**src/rv_consts.svh**
```systemverilog
`ifndef RV_CONSTS_SVH
`define RV_CONSTS_SVH

// PC loaded by reset
`define RV_RESET_PC 32'h0001_0000

// Data and address width
`define RV_XLEN 32

// Architectural registers
`define RV_NREGS 32

// ADDI x0,x0,0
`define RV_NOP 32'h0000_0013

// Access size code for a full word
`define RV_SIZE_WORD 2'b10

`endif

```
**src/rv_pkg.sv**
```systemverilog
`include "rv_consts.svh"

package rv_pkg;

    // RV32I major opcodes in the supported subset
    typedef enum logic [6:0] {
        OP     = 7'b0110011,
        OP_IMM = 7'b0010011,
        LUI    = 7'b0110111,
        AUIPC  = 7'b0010111,
        LOAD   = 7'b0000011,
        STORE  = 7'b0100011,
        BRANCH = 7'b1100011,
        JAL    = 7'b1101111
    } opcode_e;

    typedef enum logic [2:0] {
        ALU_ADD    = 3'd0, // Zero so a cleared register is an add
        ALU_SUB    = 3'd1,
        ALU_AND    = 3'd2,
        ALU_OR     = 3'd3,
        ALU_XOR    = 3'd4,
        ALU_SLT    = 3'd5,
        ALU_PASS_B = 3'd6  // LUI
    } alu_op_e;

    typedef struct packed {
        logic [`RV_XLEN-1:0] pc;
        logic [`RV_XLEN-1:0] instr;
    } if_id_t;

    typedef struct packed {
        logic [`RV_XLEN-1:0] pc;
        logic [`RV_XLEN-1:0] rs1_val;
        logic [`RV_XLEN-1:0] rs2_val;
        logic [`RV_XLEN-1:0] imm;
        logic [4:0]          rd;
        alu_op_e             alu_op;
        logic                use_imm;   // B operand from immediate
        logic                use_pc;    // A operand from PC
        logic                reg_we;
        logic                is_load;
        logic                is_store;
        logic                is_branch;
        logic                branch_ne; // BNE when set, BEQ otherwise
        logic                is_jump;
    } id_ex_t;

    typedef struct packed {
        logic [`RV_XLEN-1:0] result;     // ALU result, address or link value
        logic [`RV_XLEN-1:0] store_data;
        logic [4:0]          rd;
        logic                reg_we;
        logic                is_load;
        logic                is_store;
        logic                redirect;
        logic [`RV_XLEN-1:0] target;
    } ex_mem_t;

    typedef struct packed {
        logic [`RV_XLEN-1:0] value;
        logic [4:0]          rd;
        logic                reg_we;
    } mem_wb_t;

    typedef struct packed {
        logic [`RV_XLEN-1:0] addr;
        logic                we;
        logic [`RV_XLEN-1:0] wdata;
        logic [1:0]          size;
    } dmem_req_t;

endpackage

```
**src/rv_fetch.sv**
```systemverilog
`timescale 1ns/1ps
`include "rv_consts.svh"

module rv_fetch
    import rv_pkg::*;
(
    input  logic                clk,
    input  logic                rst,
    input  logic                stall,
    input  logic                redirect,
    input  logic [`RV_XLEN-1:0] redirect_pc,
    output logic [`RV_XLEN-1:0] imem_addr,
    input  logic [`RV_XLEN-1:0] imem_rdata,
    output if_id_t              if_id
);

    logic [`RV_XLEN-1:0] pc;
    logic [`RV_XLEN-1:0] pc_next;

    // Redirect comes from the memory stage, three fetches late
    assign pc_next   = redirect ? redirect_pc : pc + 32'd4;
    assign imem_addr = pc; // Memory answers in the same cycle

    always_ff @(posedge clk) begin
        if (rst) begin
            pc <= `RV_RESET_PC;
        end else if (!stall) begin
            pc <= pc_next;
        end
    end

    // Fetch-to-decode register
    always_ff @(posedge clk) begin
        if (rst) begin
            if_id.pc    <= `RV_RESET_PC;
            if_id.instr <= `RV_NOP;
        end else if (!stall) begin
            if_id.pc    <= pc;
            if_id.instr <= imem_rdata;
        end
    end

endmodule

```
**src/rv_regfile.sv**
```systemverilog
`timescale 1ns/1ps
`include "rv_consts.svh"

module rv_regfile (
    input  logic                clk,
    input  logic                rst,
    input  logic [4:0]          rs1_addr,
    input  logic [4:0]          rs2_addr,
    output logic [`RV_XLEN-1:0] rs1_data,
    output logic [`RV_XLEN-1:0] rs2_data,
    input  logic                wr_en,
    input  logic [4:0]          wr_addr,
    input  logic [`RV_XLEN-1:0] wr_data
);

    logic [`RV_XLEN-1:0] regs [`RV_NREGS];

    // x0 reads zero, a write in flight is seen by the reader
    function automatic logic [`RV_XLEN-1:0] read_port(input logic [4:0] addr);
        if (addr == 5'd0)
            return '0;
        else if (wr_en && wr_addr == addr)
            return wr_data;
        else
            return regs[addr];
    endfunction

    always_ff @(posedge clk) begin
        if (rst) begin
            for (int i = 0; i < `RV_NREGS; i++) begin
                regs[i] <= '0;
            end
        end else if (wr_en && wr_addr != 5'd0) begin
            regs[wr_addr] <= wr_data;
        end
    end

    always_comb begin
        rs1_data = read_port(rs1_addr);
        rs2_data = read_port(rs2_addr);
    end

    // x0 must stay zero across every writeback
    a_x0_zero: assert property (@(posedge clk) disable iff (rst) regs[0] == '0);

endmodule

```
**src/rv_decode.sv**
```systemverilog
`timescale 1ns/1ps
`include "rv_consts.svh"

module rv_decode
    import rv_pkg::*;
(
    input  logic                clk,
    input  logic                rst,
    input  logic                stall,
    input  if_id_t              if_id,
    output logic [4:0]          rs1_addr,
    output logic [4:0]          rs2_addr,
    input  logic [`RV_XLEN-1:0] rs1_data,
    input  logic [`RV_XLEN-1:0] rs2_data,
    output id_ex_t              id_ex
);

    logic [`RV_XLEN-1:0] instr;
    logic [6:0]          opcode;
    logic [2:0]          funct3;
    logic [`RV_XLEN-1:0] imm_i, imm_s, imm_b, imm_u, imm_j;
    logic                opc_known;
    id_ex_t              d;

    assign instr    = if_id.instr;
    assign opcode   = instr[6:0];
    assign funct3   = instr[14:12];
    assign rs1_addr = instr[19:15];
    assign rs2_addr = instr[24:20];

    // Immediate formats
    assign imm_i = {{20{instr[31]}}, instr[31:20]};
    assign imm_s = {{20{instr[31]}}, instr[31:25], instr[11:7]};
    assign imm_b = {{19{instr[31]}}, instr[31], instr[7], instr[30:25], instr[11:8], 1'b0};
    assign imm_u = {instr[31:12], 12'b0};
    assign imm_j = {{11{instr[31]}}, instr[31], instr[19:12], instr[20], instr[30:21], 1'b0};

    // SUB only exists in the register form
    function automatic alu_op_e alu_from_funct(input logic [2:0] f3, input logic sub);
        case (f3)
            3'b000:  return sub ? ALU_SUB : ALU_ADD;
            3'b010:  return ALU_SLT;
            3'b100:  return ALU_XOR;
            3'b110:  return ALU_OR;
            3'b111:  return ALU_AND;
            default: return ALU_ADD;
        endcase
    endfunction

    always_comb begin
        d         = '0;
        d.pc      = if_id.pc;
        d.rs1_val = rs1_data;
        d.rs2_val = rs2_data;
        d.rd      = instr[11:7];
        opc_known = 1'b1;
        case (opcode)
            OP: begin
                d.reg_we = 1'b1;
                d.alu_op = alu_from_funct(funct3, instr[30]);
            end
            OP_IMM: begin
                d.reg_we  = 1'b1;
                d.use_imm = 1'b1;
                d.imm     = imm_i;
                d.alu_op  = alu_from_funct(funct3, 1'b0);
            end
            LUI: begin
                d.reg_we  = 1'b1;
                d.use_imm = 1'b1;
                d.imm     = imm_u;
                d.alu_op  = ALU_PASS_B;
            end
            AUIPC: begin
                d.reg_we  = 1'b1;
                d.use_pc  = 1'b1;
                d.use_imm = 1'b1;
                d.imm     = imm_u;
            end
            LOAD: begin
                d.reg_we  = 1'b1;
                d.is_load = 1'b1;
                d.use_imm = 1'b1; // Address is rs1 + offset
                d.imm     = imm_i;
            end
            STORE: begin
                d.is_store = 1'b1;
                d.use_imm  = 1'b1;
                d.imm      = imm_s;
            end
            BRANCH: begin
                d.is_branch = 1'b1;
                d.branch_ne = funct3[0];
                d.imm       = imm_b;
            end
            JAL: begin
                d.reg_we  = 1'b1;
                d.is_jump = 1'b1;
                d.imm     = imm_j;
            end
            default: begin
                d         = '0; // Unknown opcode runs as a NOP
                opc_known = 1'b0;
            end
        endcase
    end

    // Decode-to-execute register
    always_ff @(posedge clk) begin
        if (rst) begin
            id_ex <= '0;
        end else if (!stall) begin
            id_ex <= d;
        end
    end

    // Fetched words must stay inside the supported subset
    a_opcode_known: assert property (@(posedge clk) disable iff (rst) !stall |-> opc_known);

endmodule

```
**src/rv_execute.sv**
```systemverilog
`timescale 1ns/1ps
`include "rv_consts.svh"

module rv_execute
    import rv_pkg::*;
(
    input  logic    clk,
    input  logic    rst,
    input  logic    stall,
    input  id_ex_t  id_ex,
    output ex_mem_t ex_mem
);

    logic [`RV_XLEN-1:0] op_a;
    logic [`RV_XLEN-1:0] op_b;
    logic [`RV_XLEN-1:0] alu_y;
    logic [`RV_XLEN-1:0] target;
    logic                equal;
    logic                taken;

    assign op_a = id_ex.use_pc  ? id_ex.pc  : id_ex.rs1_val;
    assign op_b = id_ex.use_imm ? id_ex.imm : id_ex.rs2_val;

    always_comb begin
        case (id_ex.alu_op)
            ALU_ADD:    alu_y = op_a + op_b;
            ALU_SUB:    alu_y = op_a - op_b;
            ALU_AND:    alu_y = op_a & op_b;
            ALU_OR:     alu_y = op_a | op_b;
            ALU_XOR:    alu_y = op_a ^ op_b;
            ALU_SLT:    alu_y = {31'b0, $signed(op_a) < $signed(op_b)};
            ALU_PASS_B: alu_y = op_b;
            default:    alu_y = '0;
        endcase
    end

    // Branch compare works on the register values
    assign equal  = id_ex.rs1_val == id_ex.rs2_val;
    assign taken  = id_ex.is_branch && (equal != id_ex.branch_ne);
    assign target = id_ex.pc + id_ex.imm;

    // Execute-to-memory register
    always_ff @(posedge clk) begin
        if (rst) begin
            ex_mem <= '0;
        end else if (!stall) begin
            ex_mem.result     <= id_ex.is_jump ? id_ex.pc + 32'd4 : alu_y; // Link value
            ex_mem.store_data <= id_ex.rs2_val;
            ex_mem.rd         <= id_ex.rd;
            ex_mem.reg_we     <= id_ex.reg_we;
            ex_mem.is_load    <= id_ex.is_load;
            ex_mem.is_store   <= id_ex.is_store;
            ex_mem.redirect   <= id_ex.is_jump || taken;
            ex_mem.target     <= target;
        end
    end

endmodule

```
**src/rv_mem_stage.sv**
```systemverilog
`timescale 1ns/1ps
`include "rv_consts.svh"

module rv_mem_stage
    import rv_pkg::*;
(
    input  logic                clk,
    input  logic                rst,
    input  ex_mem_t             ex_mem,
    output logic                dmem_valid,
    input  logic                dmem_ready,
    output dmem_req_t           dmem_req,
    input  logic [`RV_XLEN-1:0] dmem_rdata,
    output logic                stall,
    output logic                wb_en,
    output logic [4:0]          wb_addr,
    output logic [`RV_XLEN-1:0] wb_data
);

    mem_wb_t mem_wb;

    assign dmem_valid     = ex_mem.is_load | ex_mem.is_store;
    assign dmem_req.addr  = ex_mem.result;
    assign dmem_req.we    = ex_mem.is_store;
    assign dmem_req.wdata = ex_mem.store_data;
    assign dmem_req.size  = `RV_SIZE_WORD;

    // Whole pipeline waits on an unanswered request
    assign stall = dmem_valid & ~dmem_ready;

    // Memory-to-writeback register, a bubble while stalled
    always_ff @(posedge clk) begin
        if (rst) begin
            mem_wb <= '0;
        end else begin
            mem_wb.value  <= ex_mem.is_load ? dmem_rdata : ex_mem.result;
            mem_wb.rd     <= ex_mem.rd;
            mem_wb.reg_we <= ex_mem.reg_we & ~stall;
        end
    end

    assign wb_en   = mem_wb.reg_we;
    assign wb_addr = mem_wb.rd;
    assign wb_data = mem_wb.value;

    // Request held until the handshake completes
    a_req_stable: assert property (@(posedge clk) disable iff (rst)
        dmem_valid && !dmem_ready |=> dmem_valid && $stable(dmem_req));

    a_addr_aligned: assert property (@(posedge clk) disable iff (rst)
        dmem_valid |-> dmem_req.addr[1:0] == 2'b00);

endmodule

```
**src/rv_core_top.sv**
```systemverilog
`timescale 1ns/1ps
`include "rv_consts.svh"

module rv_core_top
    import rv_pkg::*;
(
    input  logic                clk,
    input  logic                rst,

    // Instruction memory, combinational read
    output logic [`RV_XLEN-1:0] imem_addr,
    input  logic [`RV_XLEN-1:0] imem_rdata,

    // Data memory, valid/ready
    output logic                dmem_valid,
    input  logic                dmem_ready,
    output dmem_req_t           dmem_req,
    input  logic [`RV_XLEN-1:0] dmem_rdata
);

    logic                stall;
    if_id_t              if_id;
    id_ex_t              id_ex;
    ex_mem_t             ex_mem;
    logic [4:0]          rs1_addr;
    logic [4:0]          rs2_addr;
    logic [`RV_XLEN-1:0] rs1_data;
    logic [`RV_XLEN-1:0] rs2_data;
    logic                wb_en;
    logic [4:0]          wb_addr;
    logic [`RV_XLEN-1:0] wb_data;

    rv_fetch u_fetch (
        .clk         (clk),
        .rst         (rst),
        .stall       (stall),
        .redirect    (ex_mem.redirect), // Registered in the memory stage
        .redirect_pc (ex_mem.target),
        .imem_addr   (imem_addr),
        .imem_rdata  (imem_rdata),
        .if_id       (if_id)
    );

    rv_decode u_decode (
        .clk      (clk),
        .rst      (rst),
        .stall    (stall),
        .if_id    (if_id),
        .rs1_addr (rs1_addr),
        .rs2_addr (rs2_addr),
        .rs1_data (rs1_data),
        .rs2_data (rs2_data),
        .id_ex    (id_ex)
    );

    rv_regfile u_regfile (
        .clk      (clk),
        .rst      (rst),
        .rs1_addr (rs1_addr),
        .rs2_addr (rs2_addr),
        .rs1_data (rs1_data),
        .rs2_data (rs2_data),
        .wr_en    (wb_en),
        .wr_addr  (wb_addr),
        .wr_data  (wb_data)
    );

    rv_execute u_execute (
        .clk    (clk),
        .rst    (rst),
        .stall  (stall),
        .id_ex  (id_ex),
        .ex_mem (ex_mem)
    );

    rv_mem_stage u_mem_stage (
        .clk        (clk),
        .rst        (rst),
        .ex_mem     (ex_mem),
        .dmem_valid (dmem_valid),
        .dmem_ready (dmem_ready),
        .dmem_req   (dmem_req),
        .dmem_rdata (dmem_rdata),
        .stall      (stall),
        .wb_en      (wb_en),
        .wb_addr    (wb_addr),
        .wb_data    (wb_data)
    );

endmodule

```
**config.mk**
```make
export PLATFORM = sky130hd
export DESIGN_NAME = rv_core_top
export DESIGN_NICKNAME = d
export VERILOG_FILES = /design/src/rv_pkg.sv /design/src/rv_fetch.sv /design/src/rv_regfile.sv /design/src/rv_decode.sv /design/src/rv_execute.sv /design/src/rv_mem_stage.sv /design/src/rv_core_top.sv
export VERILOG_INCLUDE_DIRS = /design/src /design/src/src
export SDC_FILE = /design/constraint.sdc
export NUM_CORES = 2
export LEC_CHECK = 0
export ABC_AREA = 1
export CAP_MARGIN = 20
export CORE_MARGIN = 10
export CORE_UTILIZATION = 35
export DETAILED_ROUTE_END_ITERATION = 10
export DONT_BUFFER_PORTS = 1
export PLACE_DENSITY = 0.54
export SETUP_SLACK_MARGIN = 0.1
export SYNTH_ARGS = -nofsm -noshare
export SYNTH_HDL_FRONTEND = slang
export SYNTH_SLANG_ARGS = --single-unit
```
**constraint.sdc**
```tcl
create_clock -name clk -period 7.9 [get_ports clk]
set_input_delay 2.37 -clock clk [delete_from_list [all_inputs] [get_ports clk]]
set_output_delay 2.37 -clock clk [all_outputs]
set_load 0.05 [all_outputs]
```
## Word-level counts from Yosys, hierarchy flattened

Memories as Yosys holds them, arrays and structs flattened. A register that Yosys moved wholly into a read port is not among the register bits.
Cells that the tools add are included.

| operators by class | value |
|---|---|
| add/subtract/negate cells | 5 |
| reductions and logical operators | 16 |
| $lt $le $gt $ge | 1 |
| mux-type cells | 36 |
| bitwise logic cells | 8 |
| eq/ne operators | 22 |

Operator list:

| cell | number |
|---|---|
| $mux W32 | 10 |
| $pmux W32 S7 | 1 |
| $pmux W32 S5 | 1 |
| $mux W96 | 1 |
| $add A32 B3 Y32 const B | 2 |
| $add A32 B32 Y32 | 2 |
| $and A32 B32 Y32 | 1 |
| $eq A32 B32 Y1 | 1 |
| $lt A32 B32 Y1 | 1 |
| $or A32 B32 Y32 | 1 |
| $reduce_or A32 Y1 | 1 |
| $sub A32 B32 Y32 | 1 |
| $xor A32 B32 Y32 | 1 |
| $mux W5 | 6 |
| $eq A7 B6 Y1 const B | 3 |
| $eq A3 B3 Y1 const B | 6 |
| $pmux W3 S5 | 1 |
| $eq A7 B5 Y1 const B | 2 |
| $eq A7 B7 Y1 const B | 2 |
| $mux W1 | 13 |
| $pmux W3 S4 | 1 |
| $eq A5 B5 Y1 | 2 |
| $logic_not A5 Y1 | 2 |
| $eq A3 B2 Y1 const B | 3 |
| 16 further kinds | 23 |

| word-level totals | value |
|---|---|
| memories kept | 1 |
| output and inout port bits | 100 |
| bits in writable memories | 1024 |
| word-level logic and storage cells | 117 |
| flip-flop bits (word level) | 383 |

Memory list:

| name | depth | bits a word | read ports | clocked after Yosys merged registers in | write ports | RTL line | RTL |
|---|---|---|---|---|---|---|---|
| u_regfile.regs | 32 | 32 | 2 | 2 | 32 | rv_regfile.sv:16 | `` logic [`RV_XLEN-1:0] regs [`RV_NREGS]; `` |

## Longest topological paths before layout

| depth | value |
|---|---|
| word-level depth | 7 |
| depth in mapped cells | 23 |

## By module

A second synthesis with hierarchy kept.

| unflattened totals | value |
|---|---|
| cell total of the unflattened synthesis | 11810 |
| area, all modules | 85884.9 um2 |

Modules (own cells, without submodules):

| module | seq. area each (um2) | cells each | instances | area each (um2) |
|---|---|---|---|---|
| rv_regfile | 30749.5 | 7428 | 1 | 58150.8 |
| rv_execute | 2102.0 | 2569 | 1 | 14611.5 |
| rv_decode | 2882.8 | 965 | 1 | 6993.0 |
| rv_fetch | 1921.8 | 619 | 1 | 4307.9 |
| rv_mem_stage | 760.7 | 229 | 1 | 1821.7 |

## Least setup slack after synthesis

OpenSTA, ideal clock, no wires.

| path | value |
|---|---|
| path kind | input to register |
| start | input port rst |
| end | memory u_regfile.regs[10][0] in the netlist's numbering, enable pin |
| arrival | 3.886 ns |
| required time | 7.511 ns |
| slack | 3.624 ns |
| library setup time | 0.389 ns |
| buffers on the path | 1 |
| cell stages on the path | 8 |
| cells stage by stage | clkinv_1 -> nand3_1 -> inv_1 -> nand3_1 -> inv_1 -> nand2_1 -> buf_2 -> nand2_1 |

RTL lines:

| what | RTL line | RTL |
|---|---|---|
| from (decl) | rv_core_top.sv:8 | `input logic rst,` |
| to (decl) | rv_regfile.sv:16 |  |

==> impl_metrics.tcl <==
set metrics [dict create \
    wl_per_cell_um 27.45 \
    crit_chain "inv_8 -> nand3_1 -> inv_1 -> nand3_1 -> inv_1 -> nand2_2 -> nand2_2" \
    slowest_delay_ns 0.96 \
    min_period_ns 5.724 \
    synth-edff-count 1024 \
    holdWs_ns 0.4292 \
    wl_met2_um 152900 \
    hold_start "u_execute.ex_mem[38]" \
    grt-ovfl-total 0 \
    critPathBufInv 3 \
    top_layer_used "met5" \
    worstReg2RegStart "u_decode.id_ex[7]" \
    max-clock-path-buffers 3 \
    htreeDepth 4 \
    tightest_slew_ns 1.197 \
    status "finished, final reports clean" \
    drv_cap 0 \
    port_buffers 0 \
    die_area_um2 253200 \
    dpl.hpwl_um 242000 \
    p_leak_nw 33.00 \
    grt_pass1_wl_um 502600 \
    ios 167 \
    drive_gt1_share_pct 5.233 \
    synth_cells 10461 \
    ys_types 55 \
    cts.repair.resized 0 \
    total_power_mw 19.93 \
    cp_slowest_cell "nand2_2" \
    grt_pass1_vias 69587 \
    synthArstFlopShare_pct 0 \
    cts.sinks 1417 \
    pwr_density_cell_nw_per_um2 225.3 \
    vdd_drop_max_v 0.0001617 \
    crit_type "primary input to flip-flop" \
    post-cts-setup-buffers 0 \
    finalHoldViolations 0 \
    drtIter0Drc 10088 \
    syn_to_final_growth_pct 8.210 \
    vias 75004 \
    hold_buffers 0 \
    drv_slew 0 \
    crit_required_ns 8.35 \
    synth_area_um2 81720 \
    arrival_ns 6.18 \
    gp_congestion 1.066 \
    slew_headroom_pct 20.22 \
    worstSetupStartpoint "rst" \
    synth_seq_cells 1417 \
    fp.coreArea_um2 232500 \
    wl_met1_um 142400 \
    cp_max_fo 178 \
    dr_wl_met3_um 38140 \
    start_util_pct 35.14 \
    drc 0 \
    cts_tree "done" \
    end_kind "flip-flop" \
    cts-buffers-inserted 166 \
    postSynthAreaPerCell_um2 7.812 \
    firstDrtPassIters 6 \
    rsz0062_at_grt "no" \
    wl_um 358700 \
    timing.setup.tns_ns 0 \
    hp-class "flip-flop to flip-flop" \
    fin_crit_sh_pct 72.46 \
    fp-row-count 177 \
    yosysWarnings 0 \
    grt_max_degree 220 \
    antenna_found_initial 32 \
    fill_cells 23876 \
    path_delay_family "simple AND/OR/NAND/NOR gates" \
    viasPerCell 5.739 \
    synth_flop_cell "edfxtp_1" \
    die_h_um 503.2 \
    ant_nets 0 \
    yosysSeqAreaShare_pct 47.25 \
    setup-violations-final 0 \
    cts_root_buffer "clkbuf_16" \
    die-width_um 503.2 \
    max_freq_mhz 174.7 \
    critPathLaunchType "primary input" \
    clkLatencyLatePin_ns 0.87 \
    clock_skew_ns 0.06591 \
    clkTransAtPathRegs_ns 0.06 \
    nets 10097 \
    grt.total_usage_pct 27.08 \
]
state kept, by name, summed over array words and instances, names as in the netlist, named ones only:
| signal | cells |
|---|---|
| u_mem_stage.wb_en | 1 |
| u_mem_stage.wb_data | 32 |
| u_execute.ex_mem | 105 |
| u_mem_stage.wb_addr | 5 |
| u_fetch.if_id | 64 |
| u_decode.id_ex | 144 |
| u_regfile.regs | 1024 |
| u_fetch.imem_addr | 32 |
cell usage after synthesis, types with 3 or more instances:
cell type	instances	area share (%)
a211oi_1	11	0.10
nor3_2	5	0.061
edfxtp_1	1024	38
and3_1	3	0.023
o21a_1	43	0.40
o221ai_1	3	0.032
and2_1	7	0.054
o21ai_0	881	5.4
nor2_1	1460	6.7
o21ai_1	39	0.24
xnor2_1	20	0.21
a21oi_1	912	5.6
nor3b_1	5	0.046
buf_6	3	0.041
nand2_1	1590	7.3
fa_1	3	0.073
clkinv_1	6	0.028
ha_1	146	2.2
o21bai_1	28	0.26
o221a_2	7	0.096
nand4_1	45	0.34
o22ai_1	39	0.30
o211ai_1	523	4.8
xor2_1	65	0.70
a221oi_1	26	0.28
a21o_1	8	0.073
buf_4	71	0.65
dfxtp_1	393	9.6
inv_1	1048	4.8
nor4_1	11	0.084
nand3_1	1090	6.7
or2_2	24	0.18
nand2_2	3	0.023
buf_1	78	0.36
o2111ai_1	4	0.043
inv_2	6	0.028
clkbuf_1	462	2.1
nor3_1	55	0.34
buf_2	281	1.7
a31oi_1	10	0.077
metal layers:
metal | vias up | global-route usage [%]
met2 | 3804 | 40.31
met5 | - | 1.371
li1 | 34232 | -
met3 | 741 | 7.896
met4 | 30 | 15.98
met1 | 36197 | 34.71
where the power goes:
part           switching, mW  internal [mW]  leakage, nW  total, mW
clock                   3.40           4.33         2.61       7.73
sequential             0.431           8.25         13.8       8.68
combinational           2.69          0.822         16.6       3.52
total                   6.52           13.4         33.0       19.9
cells in the final DEF (no fill, tap or decap), drive strengths merged, types with 26 or more instances in the layout:
| cell | count |
|---|---|
| a21oi | 912 |
| a221oi | 26 |
| buf | 117 |
| clkbuf | 214 |
| clkinv | 71 |
| conb | 34 |
| dfxtp | 393 |
| edfxtp | 1024 |
| ha | 146 |
| inv | 1062 |
| nand2 | 1593 |
| nand3 | 1092 |
| nand4 | 46 |
| nor2 | 1462 |
| nor3 | 61 |
| o211ai | 523 |
| o21a | 43 |
| o21ai | 920 |
| o21bai | 28 |
| o22ai | 39 |
| xor2 | 65 |
path summary, 6_finish.rpt:
check                                         endpoint  slack [ns]  depth (start not counted)
worst max-delay path             u_regfile.regs[10][3]        2.18                          7
worst min-delay path            u_mem_stage.wb_addr[2]        0.43                          2
worst max register to register    u_execute.ex_mem[73]        3.04                         18
worst min register to register  u_mem_stage.wb_addr[2]        0.43                          2
worst register-to-register path, cell delays in order, from the launching register on:
cell and delay (ns):
dfxtp_1 0.31, buf_4 0.42, inv_1 0.31, or2_2 0.36
o21ai_0 0.19, ha_1 0.44, nor2_1 0.48, nand2_1 0.09
nand3_1 0.26, nand2_1 0.09, nand2_1 0.30, nand2_1 0.09
nand3_1 0.19, nand2_1 0.12, nand3_1 0.22, nand3_1 0.33
nand2_1 0.36, nand2_1 0.08, a21oi_1 0.14
cell type report:
class / instances / area [um2] / area share (%)
Sequential cell: 1417 / 38650 / 43.71
Multi-Input combinational cell: 7119 / 35440 / 40.08
Clock buffer: 214 / 4476 / 5.061
Inverter: 1060 / 4006 / 4.531
Tap cell: 3043 / 3807 / 4.306
Timing Repair Buffer: 117 / 1131 / 1.279
Clock inverter: 87 / 882.1 / 0.9975
Antenna cell: 13 / 32.53 / 0.03679
metrics by stage:
stage | cells | util (%) | worst slack (ns) | instance area [um2]
final | 13070 | 38.03 | 2.176 | 88430
after global routing | 13061 | 38.02 | 2.325 | 88410
after CTS | 13052 | 37.96 | 2.673 | 88280
after detailed placement | 12751 | 35.66 | 1.784 | 82920
after global placement | 12751 | 35.66 | 1.748 | 82920
after floorplan | 10493 | - | 3.624 | 81840
cell families after synthesis:
kind of cell	Yosys count	share of synthesized area [%]
compound gates	2545	17.79
flops	1417	47.25
simple gates	4306	21.95
fa+ha+maj	149	2.309
xor+xnor	85	0.9110
buf+inv	1957	9.776
other cells	2	0.009190
Note: power is estimated with default switching activity, not from simulation.
